**src/hw/amba_axi_pkg.sv**
```systemverilog
// AXI4 channel structs, response codes and idle bus constants
package amba_axi_pkg;

    localparam int AXI_ADDR_BITS = 32;
    localparam int AXI_DATA_BITS = 32;
    localparam int AXI_STRB_BITS = AXI_DATA_BITS / 8;
    localparam int AXI_ID_BITS = 4;

    localparam logic [1:0] AXI_RESP_OKAY = 2'b00;
    localparam logic [1:0] AXI_RESP_DECERR = 2'b11;

    // Address beat, same layout on AR and AW
    typedef struct packed {
        logic [AXI_ADDR_BITS-1:0] addr;
        logic [7:0] len;                    // Beats minus one
        logic [2:0] size;
        logic [1:0] burst;
        logic [AXI_ID_BITS-1:0] id;
    } axi4_addr_type;

    typedef struct packed {
        logic ar_valid;
        axi4_addr_type ar_bits;
        logic aw_valid;
        axi4_addr_type aw_bits;
        logic w_valid;
        logic [AXI_DATA_BITS-1:0] w_data;
        logic [AXI_STRB_BITS-1:0] w_strb;
        logic w_last;
        logic r_ready;
        logic b_ready;
    } axi4_master_out_type;

    typedef struct packed {
        logic ar_ready;
        logic aw_ready;
        logic w_ready;
        logic r_valid;
        logic [AXI_DATA_BITS-1:0] r_data;
        logic [1:0] r_resp;
        logic r_last;
        logic [AXI_ID_BITS-1:0] r_id;
        logic b_valid;
        logic [1:0] b_resp;
        logic [AXI_ID_BITS-1:0] b_id;
    } axi4_master_in_type;

    // Slave side sees the master channels mirrored
    typedef axi4_master_out_type axi4_slave_in_type;
    typedef axi4_master_in_type axi4_slave_out_type;

    // Idle values, no valid or ready asserted
    localparam axi4_master_out_type axi4_master_out_none = '0;
    localparam axi4_master_in_type axi4_master_in_none = '0;
    localparam axi4_slave_in_type axi4_slave_in_none = '0;
    localparam axi4_slave_out_type axi4_slave_out_none = '0;

endpackage

```
**src/hw/bus0_map_pkg.sv**
```systemverilog
// Bus0 sizes, master and slave counts, routing types and the address map
package bus0_map_pkg;

    localparam int BUS0_XMST_TOTAL = 2;
    localparam int BUS0_XSLV_TOTAL = 2;
    localparam int BUS0_PAGE_BITS = 12;     // 4 KB decode granularity

    typedef logic [1:0] bus0_sidx_type;
    typedef logic [1:0] bus0_midx_type;

    localparam bus0_sidx_type BUS0_SIDX_DEF = bus0_sidx_type'(BUS0_XSLV_TOTAL);
    localparam bus0_midx_type BUS0_MIDX_NONE = bus0_midx_type'(BUS0_XMST_TOTAL);

    // Master and slave pair of one routed channel
    typedef struct packed {
        bus0_midx_type midx;
        bus0_sidx_type sidx;
    } bus0_route_type;

    localparam bus0_route_type BUS0_ROUTE_NONE = '{midx: BUS0_MIDX_NONE, sidx: BUS0_SIDX_DEF};

    typedef struct packed {
        logic [31:0] addr_start;
        logic [31:0] addr_end;              // Exclusive
    } bus0_map_entry_type;

    localparam bus0_map_entry_type [BUS0_XSLV_TOTAL-1:0] BUS0_MAP = '{
        0: '{addr_start: 32'h0000_0000, addr_end: 32'h0000_1000},
        1: '{addr_start: 32'h0000_1000, addr_end: 32'h0000_2000}
    };

    typedef amba_axi_pkg::axi4_master_out_type [BUS0_XMST_TOTAL-1:0] bus0_xmst_out_vector;
    typedef amba_axi_pkg::axi4_master_in_type [BUS0_XMST_TOTAL-1:0] bus0_xmst_in_vector;
    // Slave vectors carry one extra slot for the default slave
    typedef amba_axi_pkg::axi4_slave_out_type [BUS0_XSLV_TOTAL:0] bus0_xslv_out_vector;
    typedef amba_axi_pkg::axi4_slave_in_type [BUS0_XSLV_TOTAL:0] bus0_xslv_in_vector;

endpackage

```
**src/hw/bus0_addr_decode.sv**
```systemverilog
// Bus0 address decoder for AR and AW with default slave fallback
`timescale 1ns/10ps

module bus0_addr_decode (
    input  logic [31:0] i_ar_addr,
    input  logic [31:0] i_aw_addr,
    output bus0_map_pkg::bus0_sidx_type o_ar_sidx,
    output bus0_map_pkg::bus0_sidx_type o_aw_sidx
);
    import bus0_map_pkg::*;

    // Page compare against every map entry, later entries win
    function automatic bus0_sidx_type lookup(input logic [31:0] addr);
        bus0_sidx_type sidx;
        logic [31-BUS0_PAGE_BITS:0] page;
        sidx = BUS0_SIDX_DEF;
        page = addr[31:BUS0_PAGE_BITS];
        for (int i = 0; i < BUS0_XSLV_TOTAL; i++) begin
            if ((page >= BUS0_MAP[i].addr_start[31:BUS0_PAGE_BITS])
                    && (page < BUS0_MAP[i].addr_end[31:BUS0_PAGE_BITS])) begin
                sidx = bus0_sidx_type'(i);
            end
        end
        return sidx;
    endfunction

    assign o_ar_sidx = lookup(i_ar_addr);
    assign o_aw_sidx = lookup(i_aw_addr);

endmodule

```
**config.mk**
```make
export PLATFORM = sky130hd
export DESIGN_NAME = bus0_addr_decode
export DESIGN_NICKNAME = d
export VERILOG_FILES = /design/src/hw/amba_axi_pkg.sv /design/src/hw/bus0_map_pkg.sv /design/src/hw/bus0_addr_decode.sv
export SDC_FILE = /design/constraint.sdc
export NUM_CORES = 1
export LEC_CHECK = 0
export BUFFER_PORTS_ARGS = -buffer_cell sky130_fd_sc_hd__buf_2
export CORE_AREA = 3 3 40 42
export DETAILED_ROUTE_END_ITERATION = 6
export DIE_AREA = 0 0 43 45
export SYNTH_ARGS = -nofsm -noshare
export SYNTH_HDL_FRONTEND = slang
export SYNTH_SLANG_ARGS = --single-unit
```
**constraint.sdc**
```tcl
create_clock -name vclk -period 2.2
set_input_delay 0.44 -clock vclk [all_inputs]
set_output_delay 0.44 -clock vclk [all_outputs]
set_load 0.005 [all_outputs]
```
==> results.toml <==
[clock_network]
postCtsSetupRepairBufs = 0
holdBufCountCts = 0
post_cts_resized = 0

[routing]
viasPerCell = 4.23
via_count = 317
drtPass1Iterations = 1
avgRoutedWirePerCell_um = 9.13
drtIter0Drc = 0
drc = 0
drtAntennaViolNets = 0
drt-total-wl_um = 685

[synthesis]
syn_nets = 80
synth_cells = 16
yosysSeqAreaShare = 0
syn_area_per_cell_um2 = 6.49
ys_types = 6
ys_warn_count = 0
synth_area_um2 = 104

[sta]
worst_pin_slew_ps = 267
fmax_mhz = 562
tns_ps = 0
fin_ws_ps = 419
rsz0062_at_grt = "false"
setup_violations = 0
hold-worst-slack_ps = 1100
period_share = 0.810
relSlewSlack = 0.820
hold_viol_final = 0
maxSlewViolCount = 0
period_needed_ps = 1780

[cells_and_area]
clock_buffers = 0
final_nets = 126
drive_gt1_frac = 0.750
syn_to_final_growth_pct = 230
finalCoreUtilization = 0.267
design_area_um2 = 343
seq_cells = 0
finalNonFillerCells = 75
antenna_cells = 0
regArea_um2 = 0

[worst_setup_path]
crit_path_max_fanout = 2
path_class = "in2out"
worst_setup_path_end_kind = "output pin"
arrival_ps = 1340
critPathLaunchType = "input port"
crit_required_ps = 1760

[pwr]
clock_power_share = 0
seq_power_share = 0
leakage_nw = 0.181
cell_internal_pwr_mw = 0.0271
combPwrFrac = 1.000
p_sw_frac = 0.293
fin_total_pwr_mw = 0.0384
p_per_area_mw_per_mm2 = 112
power.switching_mw = 0.0112
irDropWorstVdd_v = 0.0000292

[floorplan]
ios = 68
core_area_mm2 = 0.00128
die-width_um = 43
rows = 13
dieArea_mm2 = 0.00194
die_height_um = 45
start_util = 0.0808

[grt]
grt_pass1_vias = 315
grtUsageTotal = 0.0688
overflow = 0
grt_pass1_wl_um = 1120
grt_max_degree = 3
antenna_found_initial = 0

[min_path]
hp-class = "in2out"

[status]
outcome = "finished, final reports clean"

[placed_design]
dpl_cell_area_um2 = 343
place_congestion = 0.634
placed_cells = 75
pre_cts_ws_ps = 397
numPortBuffers = 44

[run]
maxCapViolCount = 0
-- routing by layer --
layer	GRT usage	wire length, µm	share of wire	vias to the layer above
met5	0	0	0	-
met2	0.147	338	0.49	32
met3	0.0159	149	0.22	0
met1	0.0690	197	0.29	125
li1	-	-	-	160
met4	0.00602	0	0	0
-- path summary, 6_finish.rpt --
check | from | end | slack, ps | cells after the start
worst min-delay path | i_ar_addr[12] | o_ar_sidx[0] | 1100 | 3
worst max-delay path | i_aw_addr[30] | o_aw_sidx[1] | 420 | 5
-- power groups by stage --
stage	sequential (mW)	clock, mW	combinational, mW
after floorplan	0	0	0.00410
after global placement	0	0	0.0378
after detailed placement	0	0	0.0388
after CTS	0	0	0.0389
after global routing	0	0	0.0434
final	0	0	0.0384
-- cells in the mapped netlist, drive strengths merged --
cell,instances,share of area
nand4,2,0.12
nor3,2,0.096
nor4,8,0.54
or2,2,0.12
or3,2,0.12
-- cell families (layout without fill, tap and decap cells) --
group | after synthesis | count (layout) | share of synthesized area
buffers and inverters | 0 | 44 | 0
AND/OR/NAND/NOR | 16 | 16 | 1.00
-- critical path, cell delays in order --
cell     delay, ps
buf_2           90
nor4_1         300
nand4_1        160
or2_1          230
buf_2          120
-- layout make-up --
type | count | area [µm²]
repair buffers | 44 | 220
multi-input cells | 16 | 104
well taps | 15 | 18.8
fillers | 151 | 942
-- layout by cell type (no fill, tap or decap), drive strengths merged --
cell type / netlist / final
buf: 0 / 44
or3: 2 / 2
nor4: 8 / 8
or2: 2 / 2
nor3: 2 / 2
nand4: 2 / 2
Note: power is estimated with default switching activity, not from simulation.
