==> src/hw/amba_axi_pkg.sv <==
// AXI4 channel structs, response codes and idle bus constants
package amba_axi_pkg;

    localparam int AXI_ADDR_BITS = 32;
    localparam int AXI_DATA_BITS = 32;
    localparam int AXI_STRB_BITS = AXI_DATA_BITS / 8;
    localparam int AXI_ID_BITS = 4;

    localparam logic [1:0] AXI_RESP_OKAY = 2'b00;
    localparam logic [1:0] AXI_RESP_DECERR = 2'b11;

    // Address beat, same layout on AR and AW
    typedef struct packed {
        logic [AXI_ADDR_BITS-1:0] addr;
        logic [7:0] len;                    // Beats minus one
        logic [2:0] size;
        logic [1:0] burst;
        logic [AXI_ID_BITS-1:0] id;
    } axi4_addr_type;

    typedef struct packed {
        logic ar_valid;
        axi4_addr_type ar_bits;
        logic aw_valid;
        axi4_addr_type aw_bits;
        logic w_valid;
        logic [AXI_DATA_BITS-1:0] w_data;
        logic [AXI_STRB_BITS-1:0] w_strb;
        logic w_last;
        logic r_ready;
        logic b_ready;
    } axi4_master_out_type;

    typedef struct packed {
        logic ar_ready;
        logic aw_ready;
        logic w_ready;
        logic r_valid;
        logic [AXI_DATA_BITS-1:0] r_data;
        logic [1:0] r_resp;
        logic r_last;
        logic [AXI_ID_BITS-1:0] r_id;
        logic b_valid;
        logic [1:0] b_resp;
        logic [AXI_ID_BITS-1:0] b_id;
    } axi4_master_in_type;

    // Slave side sees the master channels mirrored
    typedef axi4_master_out_type axi4_slave_in_type;
    typedef axi4_master_in_type axi4_slave_out_type;

    // Idle values, no valid or ready asserted
    localparam axi4_master_out_type axi4_master_out_none = '0;
    localparam axi4_master_in_type axi4_master_in_none = '0;
    localparam axi4_slave_in_type axi4_slave_in_none = '0;
    localparam axi4_slave_out_type axi4_slave_out_none = '0;

endpackage

==> src/hw/bus0_def_slave.sv <==
// Default AXI4 slave answering unmapped accesses with DECERR
`timescale 1ns/10ps

module bus0_def_slave (
    input  logic i_clk,
    input  logic i_nrst,
    input  amba_axi_pkg::axi4_slave_in_type  i_xslvi,
    output amba_axi_pkg::axi4_slave_out_type o_xslvo
);
    import amba_axi_pkg::*;

    logic rd_active;
    logic [7:0] rd_cnt;                     // Beats left after the current one
    logic [7:0] rd_len;                     // Requested beats minus one
    logic [7:0] rd_beat;                    // Beats already taken by the master
    logic [AXI_ID_BITS-1:0] rd_id;
    logic [AXI_ID_BITS-1:0] wr_id;
    logic b_valid;
    logic r_fire;

    assign r_fire = rd_active & i_xslvi.r_ready;

    always_ff @(posedge i_clk or negedge i_nrst) begin
        if (!i_nrst) begin
            rd_active <= 1'b0;
            rd_cnt <= '0;
            rd_len <= '0;
            rd_beat <= '0;
            rd_id <= '0;
            wr_id <= '0;
            b_valid <= 1'b0;
        end else begin
            if (i_xslvi.ar_valid) begin     // ar_ready is tied high
                rd_active <= 1'b1;
                rd_cnt <= i_xslvi.ar_bits.len;
                rd_len <= i_xslvi.ar_bits.len;
                rd_beat <= '0;
                rd_id <= i_xslvi.ar_bits.id;
            end else if (r_fire) begin
                rd_active <= (rd_cnt != '0);
                rd_cnt <= rd_cnt - 8'd1;
                rd_beat <= rd_beat + 8'd1;
            end
            if (i_xslvi.aw_valid) begin
                wr_id <= i_xslvi.aw_bits.id;
            end
            if (i_xslvi.w_valid && i_xslvi.w_last) begin
                b_valid <= 1'b1;
            end else if (i_xslvi.b_ready) begin
                b_valid <= 1'b0;
            end
        end
    end

    always_comb begin
        o_xslvo = axi4_slave_out_none;
        o_xslvo.ar_ready = 1'b1;
        o_xslvo.aw_ready = 1'b1;
        o_xslvo.w_ready = 1'b1;             // Write data is dropped
        o_xslvo.r_valid = rd_active;
        o_xslvo.r_data = '1;
        o_xslvo.r_resp = AXI_RESP_DECERR;
        o_xslvo.r_last = rd_active && (rd_cnt == '0);
        o_xslvo.r_id = rd_id;
        o_xslvo.b_valid = b_valid;
        o_xslvo.b_resp = AXI_RESP_DECERR;
        o_xslvo.b_id = wr_id;
    end

    // Last flag only on the beat that completes the requested length
    a_last_final: assert property (@(posedge i_clk) disable iff (!i_nrst)
        o_xslvo.r_last |-> (rd_beat == rd_len));

endmodule

==> config.mk <==
export PLATFORM = sky130hd
export DESIGN_NAME = bus0_def_slave
export DESIGN_NICKNAME = d
export VERILOG_FILES = /design/src/hw/amba_axi_pkg.sv /design/src/hw/bus0_def_slave.sv
export SDC_FILE = /design/constraint.sdc
export NUM_CORES = 1
export LEC_CHECK = 0
export ABC_AREA = 1
export BUFFER_PORTS_ARGS = -buffer_cell sky130_fd_sc_hd__buf_2
export CAP_MARGIN = 20
export CORE_AREA = 3 3 73 75
export DETAILED_ROUTE_END_ITERATION = 12
export DIE_AREA = 0 0 76 78
export HOLD_SLACK_MARGIN = 0.15
export PLACE_DENSITY = 0.83
export SLEW_MARGIN = 20
export SYNTH_ARGS = -nofsm -noshare
export SYNTH_HDL_FRONTEND = slang
export SYNTH_SLANG_ARGS = --single-unit
export TNS_END_PERCENT = 20
==> constraint.sdc <==
create_clock -name i_clk -period 1.35 [get_ports i_clk]
set_input_delay 0.27 -clock i_clk [delete_from_list [all_inputs] [get_ports i_clk]]
set_output_delay 0.27 -clock i_clk [all_outputs]
set_load 0.02 [all_outputs]
==> impl_metrics.csv <==
group,metric,value,unit
placed_design,dp_hpwl,2070,um
timing,setup_viol,1,
grt,grt_remaining_overflow,0,
drt,vias,1023,
grt,grt_max_degree,19,
final_layout,nets,350,
drt,first_pass_iters,4,
final_layout,fill_cells,520,
final_layout,insertedDiodeCount,0,
min_path,hold_class,"primary input to flop",
synth,synth_area,1280,um2
synth,synth.avg_cell_area,8.07,um2
timing,skew,0.00241,ns
grt,track_usage,9.17,%
final_layout,syn2layout_area_growth,19.6,%
drt,post_drt_wl_per_cell,9.89,um
die,start_util,27.2,%
final_layout,seq_area,450,um2
clock_tree,cts.sink_count,18,
die,die_height,78,um
min_path,hold_depth,2,
critical_path,critPathRequiredTime,1.08,ns
synth,synth.distinct_cells,25,
critical_path,worstSetupPathType,"flop to output port",
critical_path,r2r_end,"rd_cnt[4]",
critical_path,ff2ff_setup_slack,0.03,ns
min_path,worstHoldEndpoint,"b_valid",
clock_tree,cts_buffer_depth,2,
critical_path,r2r-start,"rd_cnt[1]",
clock_tree,cts_buffers,3,
power,leakagePower,0.825,nW
clock_tree,htree_levels,1,
power,peakVddDrop,0.378,mV
grt,grt_pass1_wl,4370,um
clock_tree,cts_tree,"yes",
timing,finalHoldViolCount,0,
drt,via_per_inst,3.77,
final_layout,final_util,32.5,%
status,status,"complete, but fails checks",
critical_path,cp_max_fo,2,
critical_path,reg2reg_depth,9,
timing,period_share,113,%
timing,setup_ws,-0.172,ns
critical_path,worstSetupStartpointType,"flop",
timing,drv_slew,0,
die,core_area,4720,um2
die,die-area,5930,um2
die,io_pins,192,
die,die_w,76,um
flow_run,maxCapViolations,0,
critical_path,critPathCaptureType,"output port",
final_layout,multi_input_area,629,um2
clock_tree,cts_root_buf,"clkbuf_8",
timing,rsz0062_at_grt,"true",
drt,dr.first_iter.drc_count,25,
status,violations,"setup timing",
synth,ys_seq_area_share,35.1,%
clock_tree,clock_latency,0.25,ns
placed_design,io_buffers,34,
final_layout,drive_gt1_share,35.3,%
placed_design,gp_congestion,0.891,
synth,ys.warnings.count,0,
synth,synth-seq-cells,18,
critical_path,cp_data_arrival_time,1.25,ns
drt,wirelength,2680,um
min_path,worstHoldStart,"i_xslvi[0]",
drt,drc,0,
clock_tree,path_clk_slew,0.07,ns
synth,syn_inst,159,
drt,drtAntennaViolNets,0,
die,rows,25,
placed_design,pre_cts_ws,0.00120,ns
grt,grt_pass1_vias,976,
timing,max_freq,0.657,GHz
power,power.total,1.58,mW
timing,period_needed,1.52,ns
power,pwr_density_cell,1030,nW/um2
grt,antenna_found_initial,0,
==> worst max-delay path, cell delays in order (launching register included) <==
cell and delay (ns):
dfrtp_1 0.39, inv_2 0.08, ha_4 0.13, nand2_2 0.06, nor3b_2 0.18, buf_4 0.16
==> Yosys cell counts <==
master | count | area (um2)
inv_2 | 1 | 3.75
buf_6 | 1 | 11.3
buf_4 | 42 | 315
nor2_8 | 1 | 20.0
nand4_1 | 1 | 6.26
o21ai_1 | 2 | 10.0
o211ai_1 | 3 | 22.5
mux2_2 | 4 | 45.0
nand2_4 | 1 | 11.3
nand3_1 | 7 | 35.0
conb_1 | 1 | 3.75
nor3b_1 | 1 | 7.51
a21oi_1 | 2 | 10.0
dfrtp_1 | 18 | 450
inv_1 | 11 | 41.3
nor2_2 | 1 | 6.26
o21ai_2 | 2 | 17.5
nor3_1 | 2 | 10.0
ha_1 | 2 | 25.0
o21ai_0 | 4 | 20.0
inv_4 | 2 | 12.5
nor2_1 | 9 | 33.8
nor2_4 | 1 | 11.3
a21boi_0 | 1 | 7.51
nand2_1 | 39 | 146
==> final cells by class <==
type                    instances  area share, %
multi-input cells             122           41.0
inverters                      14           3.75
clock buffers                   3           2.69
well taps                      67           5.46
repair buffers                 47           17.8
flip-flops and latches         18           29.3
==> sequential cells by signal, indices dropped and copies added, names as in the netlist <==
signal	cells
rd_cnt	8
rd_id	4
wr_id	4
b_valid	1
rd_active	1
==> metrics by stage <==
stage	hold WS, ns	instances	area [um2]	setup TNS, ns
4_1_cts	0.198	269	1510	-0.167
2_1_floorplan	-0.0256	197	1430	0
6_report	0.199	271	1540	-0.172
3_3_place_gp	0.234	261	1400	0
3_5_place_dp	0.239	261	1400	0
5_1_grt	0.215	271	1540	-0.318
==> per-layer routing <==
metal / wire length [um] / track usage, % / up-vias
met5: 0 / 0 / -
met4: 16 / 3.26 / 0
met3: 270 / 3.13 / 2
met2: 1340 / 16.0 / 51
met1: 1050 / 10.5 / 456
li1: - / - / 514
==> placed cells by master, fill, tap and decap left out, types with 2 or more instances in the layout <==
master / netlist / layout
a21oi_1: 2 / 2
buf_2: 0 / 33
buf_4: 42 / 13
clkbuf_8: 0 / 3
conb_1: 1 / 39
dfrtp_1: 18 / 18
inv_1: 11 / 9
inv_2: 1 / 3
inv_4: 2 / 2
mux2_2: 4 / 4
nand2_1: 39 / 37
nand2_2: 0 / 2
nand3_1: 7 / 7
nor2_1: 9 / 6
nor2_2: 1 / 3
nor2_4: 1 / 2
nor3_1: 2 / 2
o211ai_1: 3 / 3
o21ai_0: 4 / 4
o21ai_1: 2 / 2
o21ai_2: 2 / 2
==> how the worst max path moves through the flow <==
stage,from,to,slack (ns),cells past startpoint
after floorplan,rd_cnt[0],o_xslvo[11],0.04,4
final,rd_cnt[1],o_xslvo[11],-0.17,5
after CTS,rd_cnt[2],o_xslvo[11],-0.15,4
after global routing,rd_cnt[0],o_xslvo[11],-0.23,5
after global placement,rd_cnt[1],o_xslvo[11],0.03,5
after detailed placement,rd_cnt[1],o_xslvo[11],0.001,5
==> cell families after synthesis <==
family                   after synthesis  share of synthesized area (%)
other                                  1                          0.292
buffers and inverters                 57                           29.9
multiplexers                           4                           3.51
AND/OR/NAND/NOR                       63                           22.4
AO/OA/AOI/OAI                         14                           6.82
adder cells (fa/ha/maj)                2                           1.95
flip-flops                            18                           35.1
==> timing repair <==
item / CTS / global route
cloned: 0 / 0
pin swaps: 3 / 2
buffers inserted: 4 / 2
gates resized for setup: 8 / 4
endpoints found under the setup margin: 1 / 2
hold endpoints to repair: 18 / 0
hold buffers: 1 / 0
==> report_power, final <==
group          internal, mW  switching [mW]
clock                 0.198           0.182
combinational         0.203           0.351
sequential            0.600          0.0431
total                  1.00           0.576
No activity file was read; power rests on OpenSTA's default activity.
