`src/hw/amba_axi_pkg.sv`:
```
// AXI4 channel structs, response codes and idle bus constants
package amba_axi_pkg;

    localparam int AXI_ADDR_BITS = 32;
    localparam int AXI_DATA_BITS = 32;
    localparam int AXI_STRB_BITS = AXI_DATA_BITS / 8;
    localparam int AXI_ID_BITS = 4;

    localparam logic [1:0] AXI_RESP_OKAY = 2'b00;
    localparam logic [1:0] AXI_RESP_DECERR = 2'b11;

    // Address beat, same layout on AR and AW
    typedef struct packed {
        logic [AXI_ADDR_BITS-1:0] addr;
        logic [7:0] len;                    // Beats minus one
        logic [2:0] size;
        logic [1:0] burst;
        logic [AXI_ID_BITS-1:0] id;
    } axi4_addr_type;

    typedef struct packed {
        logic ar_valid;
        axi4_addr_type ar_bits;
        logic aw_valid;
        axi4_addr_type aw_bits;
        logic w_valid;
        logic [AXI_DATA_BITS-1:0] w_data;
        logic [AXI_STRB_BITS-1:0] w_strb;
        logic w_last;
        logic r_ready;
        logic b_ready;
    } axi4_master_out_type;

    typedef struct packed {
        logic ar_ready;
        logic aw_ready;
        logic w_ready;
        logic r_valid;
        logic [AXI_DATA_BITS-1:0] r_data;
        logic [1:0] r_resp;
        logic r_last;
        logic [AXI_ID_BITS-1:0] r_id;
        logic b_valid;
        logic [1:0] b_resp;
        logic [AXI_ID_BITS-1:0] b_id;
    } axi4_master_in_type;

    // Slave side sees the master channels mirrored
    typedef axi4_master_out_type axi4_slave_in_type;
    typedef axi4_master_in_type axi4_slave_out_type;

    // Idle values, no valid or ready asserted
    localparam axi4_master_out_type axi4_master_out_none = '0;
    localparam axi4_master_in_type axi4_master_in_none = '0;
    localparam axi4_slave_in_type axi4_slave_in_none = '0;
    localparam axi4_slave_out_type axi4_slave_out_none = '0;

endpackage

```
`src/hw/bus0_map_pkg.sv`:
```
// Bus0 sizes, master and slave counts, routing types and the address map
package bus0_map_pkg;

    localparam int BUS0_XMST_TOTAL = 2;
    localparam int BUS0_XSLV_TOTAL = 2;
    localparam int BUS0_PAGE_BITS = 12;     // 4 KB decode granularity

    typedef logic [1:0] bus0_sidx_type;
    typedef logic [1:0] bus0_midx_type;

    localparam bus0_sidx_type BUS0_SIDX_DEF = bus0_sidx_type'(BUS0_XSLV_TOTAL);
    localparam bus0_midx_type BUS0_MIDX_NONE = bus0_midx_type'(BUS0_XMST_TOTAL);

    // Master and slave pair of one routed channel
    typedef struct packed {
        bus0_midx_type midx;
        bus0_sidx_type sidx;
    } bus0_route_type;

    localparam bus0_route_type BUS0_ROUTE_NONE = '{midx: BUS0_MIDX_NONE, sidx: BUS0_SIDX_DEF};

    typedef struct packed {
        logic [31:0] addr_start;
        logic [31:0] addr_end;              // Exclusive
    } bus0_map_entry_type;

    localparam bus0_map_entry_type [BUS0_XSLV_TOTAL-1:0] BUS0_MAP = '{
        0: '{addr_start: 32'h0000_0000, addr_end: 32'h0000_1000},
        1: '{addr_start: 32'h0000_1000, addr_end: 32'h0000_2000}
    };

    typedef amba_axi_pkg::axi4_master_out_type [BUS0_XMST_TOTAL-1:0] bus0_xmst_out_vector;
    typedef amba_axi_pkg::axi4_master_in_type [BUS0_XMST_TOTAL-1:0] bus0_xmst_in_vector;
    // Slave vectors carry one extra slot for the default slave
    typedef amba_axi_pkg::axi4_slave_out_type [BUS0_XSLV_TOTAL:0] bus0_xslv_out_vector;
    typedef amba_axi_pkg::axi4_slave_in_type [BUS0_XSLV_TOTAL:0] bus0_xslv_in_vector;

endpackage

```
`src/hw/bus0_xbar_route.sv`:
```
// Bus0 crossbar master selection, route registers and channel muxing
`timescale 1ns/10ps

module bus0_xbar_route (
    input  logic i_clk,
    input  logic i_nrst,
    input  bus0_map_pkg::bus0_xmst_out_vector i_xmsto,
    output bus0_map_pkg::bus0_xmst_in_vector  o_xmsti,
    input  bus0_map_pkg::bus0_xslv_out_vector i_xslvo,
    output bus0_map_pkg::bus0_xslv_in_vector  o_xslvi,
    output logic [31:0] o_ar_addr,
    output logic [31:0] o_aw_addr,
    input  bus0_map_pkg::bus0_sidx_type i_ar_sidx,
    input  bus0_map_pkg::bus0_sidx_type i_aw_sidx
);
    import amba_axi_pkg::*;
    import bus0_map_pkg::*;

    axi4_master_out_type msto [BUS0_XMST_TOTAL+1];  // Top slot is the idle master
    axi4_master_in_type msti [BUS0_XMST_TOTAL+1];
    bus0_midx_type ar_midx;
    bus0_midx_type aw_midx;
    bus0_route_type rd_q, rd_d;                     // Read data route
    bus0_route_type wr_q, wr_d;                     // Write data route
    bus0_route_type b_q, b_d;                       // Pending response route
    logic ar_fire, r_fire, r_busy;
    logic aw_fire, w_fire, w_busy;
    logic b_fire, b_busy;
    logic [BUS0_XMST_TOTAL-1:0] rd_open;            // Reads open as seen on the master ports

    always_comb begin
        ar_midx = BUS0_MIDX_NONE;
        aw_midx = BUS0_MIDX_NONE;
        for (int i = 0; i < BUS0_XMST_TOTAL; i++) begin
            msto[i] = i_xmsto[i];
            if (i_xmsto[i].ar_valid) begin
                ar_midx = bus0_midx_type'(i);       // Highest index wins
            end
            if (i_xmsto[i].aw_valid) begin
                aw_midx = bus0_midx_type'(i);
            end
        end
        msto[BUS0_XMST_TOTAL] = axi4_master_out_none;
    end

    assign o_ar_addr = msto[ar_midx].ar_bits.addr;
    assign o_aw_addr = msto[aw_midx].aw_bits.addr;

    always_comb begin
        // Final beats close a route
        r_fire = msto[rd_q.midx].r_ready & i_xslvo[rd_q.sidx].r_valid
                 & i_xslvo[rd_q.sidx].r_last;
        r_busy = (rd_q.midx != BUS0_MIDX_NONE) & ~r_fire;
        b_fire = msto[b_q.midx].b_ready & i_xslvo[b_q.sidx].b_valid;
        b_busy = (b_q.midx != BUS0_MIDX_NONE) & ~b_fire;
        w_fire = msto[wr_q.midx].w_valid & msto[wr_q.midx].w_last
                 & i_xslvo[wr_q.sidx].w_ready & ~b_busy;
        w_busy = ((wr_q.midx != BUS0_MIDX_NONE) & ~w_fire) | b_busy;
        ar_fire = msto[ar_midx].ar_valid & i_xslvo[i_ar_sidx].ar_ready & ~r_busy;
        aw_fire = msto[aw_midx].aw_valid & i_xslvo[i_aw_sidx].aw_ready & ~w_busy;

        rd_d = rd_q;
        if (ar_fire) begin
            rd_d = '{midx: ar_midx, sidx: i_ar_sidx};
        end else if (r_fire) begin
            rd_d = BUS0_ROUTE_NONE;
        end
        wr_d = wr_q;
        if (aw_fire) begin
            wr_d = '{midx: aw_midx, sidx: i_aw_sidx};
        end else if (w_fire) begin
            wr_d = BUS0_ROUTE_NONE;
        end
        b_d = b_q;
        if (w_fire) begin
            b_d = wr_q;                             // Write moves on to its response
        end else if (b_fire) begin
            b_d = BUS0_ROUTE_NONE;
        end
    end

    always_comb begin
        for (int i = 0; i <= BUS0_XMST_TOTAL; i++) begin
            msti[i] = axi4_master_in_none;
        end
        for (int i = 0; i <= BUS0_XSLV_TOTAL; i++) begin
            o_xslvi[i] = axi4_slave_in_none;
        end

        msti[ar_midx].ar_ready = i_xslvo[i_ar_sidx].ar_ready & ~r_busy;
        o_xslvi[i_ar_sidx].ar_valid = msto[ar_midx].ar_valid & ~r_busy;
        o_xslvi[i_ar_sidx].ar_bits = msto[ar_midx].ar_bits;

        msti[rd_q.midx].r_valid = i_xslvo[rd_q.sidx].r_valid;
        msti[rd_q.midx].r_data = i_xslvo[rd_q.sidx].r_data;
        msti[rd_q.midx].r_resp = i_xslvo[rd_q.sidx].r_resp;
        msti[rd_q.midx].r_last = i_xslvo[rd_q.sidx].r_last;
        msti[rd_q.midx].r_id = i_xslvo[rd_q.sidx].r_id;
        o_xslvi[rd_q.sidx].r_ready = msto[rd_q.midx].r_ready;

        msti[aw_midx].aw_ready = i_xslvo[i_aw_sidx].aw_ready & ~w_busy;
        o_xslvi[i_aw_sidx].aw_valid = msto[aw_midx].aw_valid & ~w_busy;
        o_xslvi[i_aw_sidx].aw_bits = msto[aw_midx].aw_bits;

        // W waits for an older B to drain
        msti[wr_q.midx].w_ready = i_xslvo[wr_q.sidx].w_ready & ~b_busy;
        o_xslvi[wr_q.sidx].w_valid = msto[wr_q.midx].w_valid & ~b_busy;
        o_xslvi[wr_q.sidx].w_data = msto[wr_q.midx].w_data;
        o_xslvi[wr_q.sidx].w_strb = msto[wr_q.midx].w_strb;
        o_xslvi[wr_q.sidx].w_last = msto[wr_q.midx].w_last;

        msti[b_q.midx].b_valid = i_xslvo[b_q.sidx].b_valid;
        msti[b_q.midx].b_resp = i_xslvo[b_q.sidx].b_resp;
        msti[b_q.midx].b_id = i_xslvo[b_q.sidx].b_id;
        o_xslvi[b_q.sidx].b_ready = msto[b_q.midx].b_ready;

        for (int i = 0; i < BUS0_XMST_TOTAL; i++) begin
            o_xmsti[i] = msti[i];
        end
    end

    always_ff @(posedge i_clk or negedge i_nrst) begin
        if (!i_nrst) begin
            rd_q <= BUS0_ROUTE_NONE;
            wr_q <= BUS0_ROUTE_NONE;
            b_q <= BUS0_ROUTE_NONE;
        end else begin
            rd_q <= rd_d;
            wr_q <= wr_d;
            b_q <= b_d;
        end
    end

    // Opened by an AR handshake, closed by the R handshake with r_last
    always_ff @(posedge i_clk or negedge i_nrst) begin
        if (!i_nrst) begin
            rd_open <= '0;
        end else begin
            for (int i = 0; i < BUS0_XMST_TOTAL; i++) begin
                if (i_xmsto[i].ar_valid && o_xmsti[i].ar_ready) begin
                    rd_open[i] <= 1'b1;
                end else if (o_xmsti[i].r_valid && i_xmsto[i].r_ready
                             && o_xmsti[i].r_last) begin
                    rd_open[i] <= 1'b0;
                end
            end
        end
    end

    for (genvar gi = 0; gi < BUS0_XMST_TOTAL; gi++) begin : g_rd_check
        a_rd_hold: assert property (@(posedge i_clk) disable iff (!i_nrst)
            rd_open[gi] |-> (rd_q.midx == gi));
        a_r_owner: assert property (@(posedge i_clk) disable iff (!i_nrst)
            o_xmsti[gi].r_valid |-> rd_open[gi]);
    end

endmodule

```
`config.mk`:
```
export PLATFORM = sky130hd
export DESIGN_NAME = bus0_xbar_route
export DESIGN_NICKNAME = d
export VERILOG_FILES = /design/src/hw/amba_axi_pkg.sv /design/src/hw/bus0_map_pkg.sv /design/src/hw/bus0_xbar_route.sv
export SDC_FILE = /design/constraint.sdc
export NUM_CORES = 1
export LEC_CHECK = 0
export BUFFER_PORTS_ARGS = -buffer_cell sky130_fd_sc_hd__buf_2
export CORE_AREA = 4 4 394 396
export CTS_CLUSTER_DIAMETER = 40
export DETAILED_ROUTE_END_ITERATION = 8
export DIE_AREA = 0 0 398 400
export MAX_ROUTING_LAYER = met4
export PLACE_DENSITY = 0.3
export SYNTH_ARGS = -nofsm -noshare
export SYNTH_HDL_FRONTEND = slang
export SYNTH_SLANG_ARGS = --single-unit
```
`constraint.sdc`:
```
create_clock -name i_clk -period 6 [get_ports i_clk]
set_input_delay 0.3 -clock i_clk [delete_from_list [all_inputs] [get_ports i_clk]]
set_output_delay 0.3 -clock i_clk [all_outputs]
set_load 0.02 [all_outputs]
```
==> flow_summary.yaml <==
placement:
  place_hpwl_um: 86060
  place_congestion: 0.8410
  buffer_ports.inserted: 1019
  dp_worst_setup_slack_ns: 2.332
worst_setup_path:
  cp_slowest_stage_delay_ns: 0.94
  critical_path.reg2reg.startpoint: "rd_q[0]"
  critPathCaptureType: "output pin"
  critPathBufInv: 1
  crit_path_start_kind: "flip-flop"
  timing.critical_path.slowest_stage_cell: "sky130_fd_sc_hd__nor2b_4"
  category_of_the_most_critical_setup_path: "reg -> out"
  cp.arrival_ns: 3.61
  critical-path-top-delay-family: "simple AND/OR/NAND/NOR gates"
  cp_data_required_time_ns: 5.70
  critical_path_peak_fanout: 45
  timing.critical_path.from: "rd_q[0]"
  crit_chain: "nor2b_4 > a2bb2oi_2 > nor3_4 > o22ai_1 > nor2_1 > buf_2"
layout:
  layout-drive-gt1-share: 0.5512
  area.growth.synth_to_final_pct: 133.2
  nets: 2480
drt:
  vias_per_cell: 2.889
  detailroute.via_count: 11810
  drt_drc_violations_left: 0
  total_wire_length_um: 95650
  route.detailed.wl_per_inst_um: 23.40
  final_antenna_net_count: 0
  initialDrtViolationCount: 883
  detailedRoute.firstPassIterationCount: 5
power:
  power_frac_clock: 0.041
  internal_power_mw: 1.232
  vdd_ir_drop_max_mv: 0.1653
  power.density_nw_per_um2: 318.2
  switching_share: 0.7096
  power.leakage_nw: 7.562
  combinationalPowerShare: 0.898
  total_switching_power_mw: 3.011
  sequentialPowerShare: 0.061
logic_synthesis:
  ys_seq_elements: 12
  synth.yosys.warnings: 0
  synth_enable_flop_cells: 0
  synth_area_sq_um: 5718
  yosysTopAreaCell: "sky130_fd_sc_hd__nor2_1"
  synth-seq-area-share: 0.05383
  synthesized_area_per_cell_sq_um: 5.217
  synth.net_count: 1532
  yosys-top-cells-count: "559 x sky130_fd_sc_hd__nor2_1, 98 x sky130_fd_sc_hd__a22oi_1, 84 x sky130_fd_sc_hd__clkbuf_1"
  syn-instance-count: 1096
  synth.distinct_cells: 41
  yosysTopAreaCellShare: 0.3670
  asyncSetResetFlopFracSynth: 1.000
  synth_area_leaders: "sky130_fd_sc_hd__nor2_1 37%, sky130_fd_sc_hd__a22oi_1 13%, sky130_fd_sc_hd__mux2i_1 9.6%"
  synth-main-ff-cell: "sky130_fd_sc_hd__dfstp_2"
  post-synth-top-count-cell: "sky130_fd_sc_hd__nor2_1"
sta:
  fin_tns_setup_ns: 0
  final.min_clock_period_ns: 3.908
  max_freq_mhz: 255.9
  post-route-period-util: 0.6514
  maxSlewHeadroom: 0.2132
  report.final.slew_viol_count: 0
  hold_violations: 0
  setup_violations: 0
  fin_ws_ns: 2.092
  fin_worst_skew_ns: 0.01172
  measured_slew_at_the_worst_slew_check_pin_ns: 1.180
  unrepaired_setup_endpoints_after_global_routing: "false"
cts:
  clock_sink_count: 12
  cts-buffers-inserted: 3
  tritoncts_clock_tree: "yes"
  cts.reportedPaths.clkPinSlew_ns: 0.08
  ctsRootBufferMaster: "sky130_fd_sc_hd__clkbuf_16"
  htree_num_levels: 1
  cts_resized: 0
  buffers_from_clock_root_to_sink_at_most: 2
  worstSkewPairLatency_ns: 0.29
global_route:
  remaining_overflow_grt: 0
  number_of_antenna_violations_at_the_first_check_in_global_routing: 40
  grt_pass1_wl_um: 115300
  via_count_of_the_first_global_routing_pass: 11230
  largest_net_degree_at_the_start_of_global_routing: 53
  track_usage: 0.1133
worst_hold_path:
  holdCritStartpoint: "i_aw_sidx[0]"
  worstHoldPathType: "in -> reg"
die:
  io_pins: 1020
  coreArea_sq_um: 151500
  dieWidth_um: 398
  placement_rows: 143
  start_util: 0.03773
  die_h_um: 400
  dieArea_sq_um: 159200
outcome:
  status: "finished, final reports clean"
flow_run:
  maxCapViolCount: 0
[metrics by stage]
step                cells  cell area [sq um]  hold WS (ns)  utilization  power, mW
finish               4087              13340        0.3109      0.08799      4.243
global route         4085              13330        0.3278      0.08796      4.552
floorplan            1096               5718      0.004409            -      2.209
global placement     4068              13200        0.3023      0.08711      4.233
detailed placement   4068              13200        0.2977      0.08711      4.228
CTS                  4073              13300        0.3083      0.08776      4.423
[per-layer routing]
| metal | global-route usage | wire (um) | vias to the layer above |
|---|---|---|---|
| met2 | 0.1935 | 47360 | 663 |
| li1 | - | - | 5441 |
| met3 | 0.02274 | 5544 | 34 |
| met1 | 0.1444 | 42080 | 5671 |
| met4 | 0.006883 | 663 | 0 |
| met5 | - | 0 | - |
[power by group through the flow]
stage | Sequential (mW) | Combinational (mW) | Clock (mW)
finish | 0.259 | 3.81 | 0.175
global route | 0.275 | 4.09 | 0.188
CTS | 0.269 | 3.97 | 0.185
detailed placement | 0.270 | 3.96 | 0
global placement | 0.268 | 3.96 | 0
floorplan | 0.149 | 2.06 | 0
[kinds of logic (layout without fill, tap and decap cells)]
| kind of cell | count (synthesis) | in the layout | share of synthesized area |
|---|---|---|---|
| AOI/OAI and AO/OA | 161 | 161 | 0.1974 |
| other | 0 | 14 | 0 |
| DFF | 12 | 12 | 0.05383 |
| buffers and inverters | 184 | 1131 | 0.1256 |
| muxes | 96 | 96 | 0.1783 |
| and+or+nand+nor | 643 | 643 | 0.4449 |
[worst min-delay path: stages]
cell	delay, ns
sky130_fd_sc_hd__buf_2	0.15
sky130_fd_sc_hd__inv_1	0.06
sky130_fd_sc_hd__mux2i_1	0.05
[area by class of cell]
cell class / instances / area [sq um]
well taps: 2030 / 2540
clock buffers: 4 / 88.84
fillers: 18250 / 138200
inverters: 75 / 281.5
flip-flops and latches: 12 / 310.3
multi-input cells: 900 / 4730
repair buffers: 1052 / 5350
diodes: 14 / 35.03
[path summary, 6_finish.rpt]
path	slack, ns	endpoint	cells past startpoint
max in group asynchronous	5.09	b_q[3]	2
max	2.09	o_xslvi[139]	6
max reg2reg	2.69	rd_q[0]	5
min reg2reg	0.60	rd_q[3]	2
min	0.31	wr_q[0]	3
min in group asynchronous	0.54	rd_q[0]	2
[state kept, by name, summed over array words and instances (netlist names)]
register  count
b_q           4
rd_q          4
wr_q          4
[cells in the final DEF, fill, tap and decap left out, drive strengths merged, types with 2 or more instances in the layout]
| cell type | count |
|---|---|
| mux2i | 55 |
| mux2 | 41 |
| a21oi | 45 |
| dfrtp | 6 |
| o22ai | 4 |
| nand3 | 3 |
| or2 | 6 |
| nor2 | 559 |
| nand2 | 43 |
| o31ai | 2 |
| and2 | 2 |
| a2bb2oi | 3 |
| nor3 | 4 |
| buf | 1051 |
| a22oi | 98 |
| clkbuf | 4 |
| nor3b | 4 |
| inv | 75 |
| diode | 14 |
| nor2b | 6 |
| nor4 | 5 |
| dfstp | 6 |
| nand2b | 7 |
| o22a | 3 |
| and2b | 2 |
[timing repair]
action	in CTS	in global routing
buffers inserted	0	0
endpoints found under the hold margin	4	0
endpoints found under the setup margin	0	0
hold buffers	1	0
(Power assumes the default switching activity.)
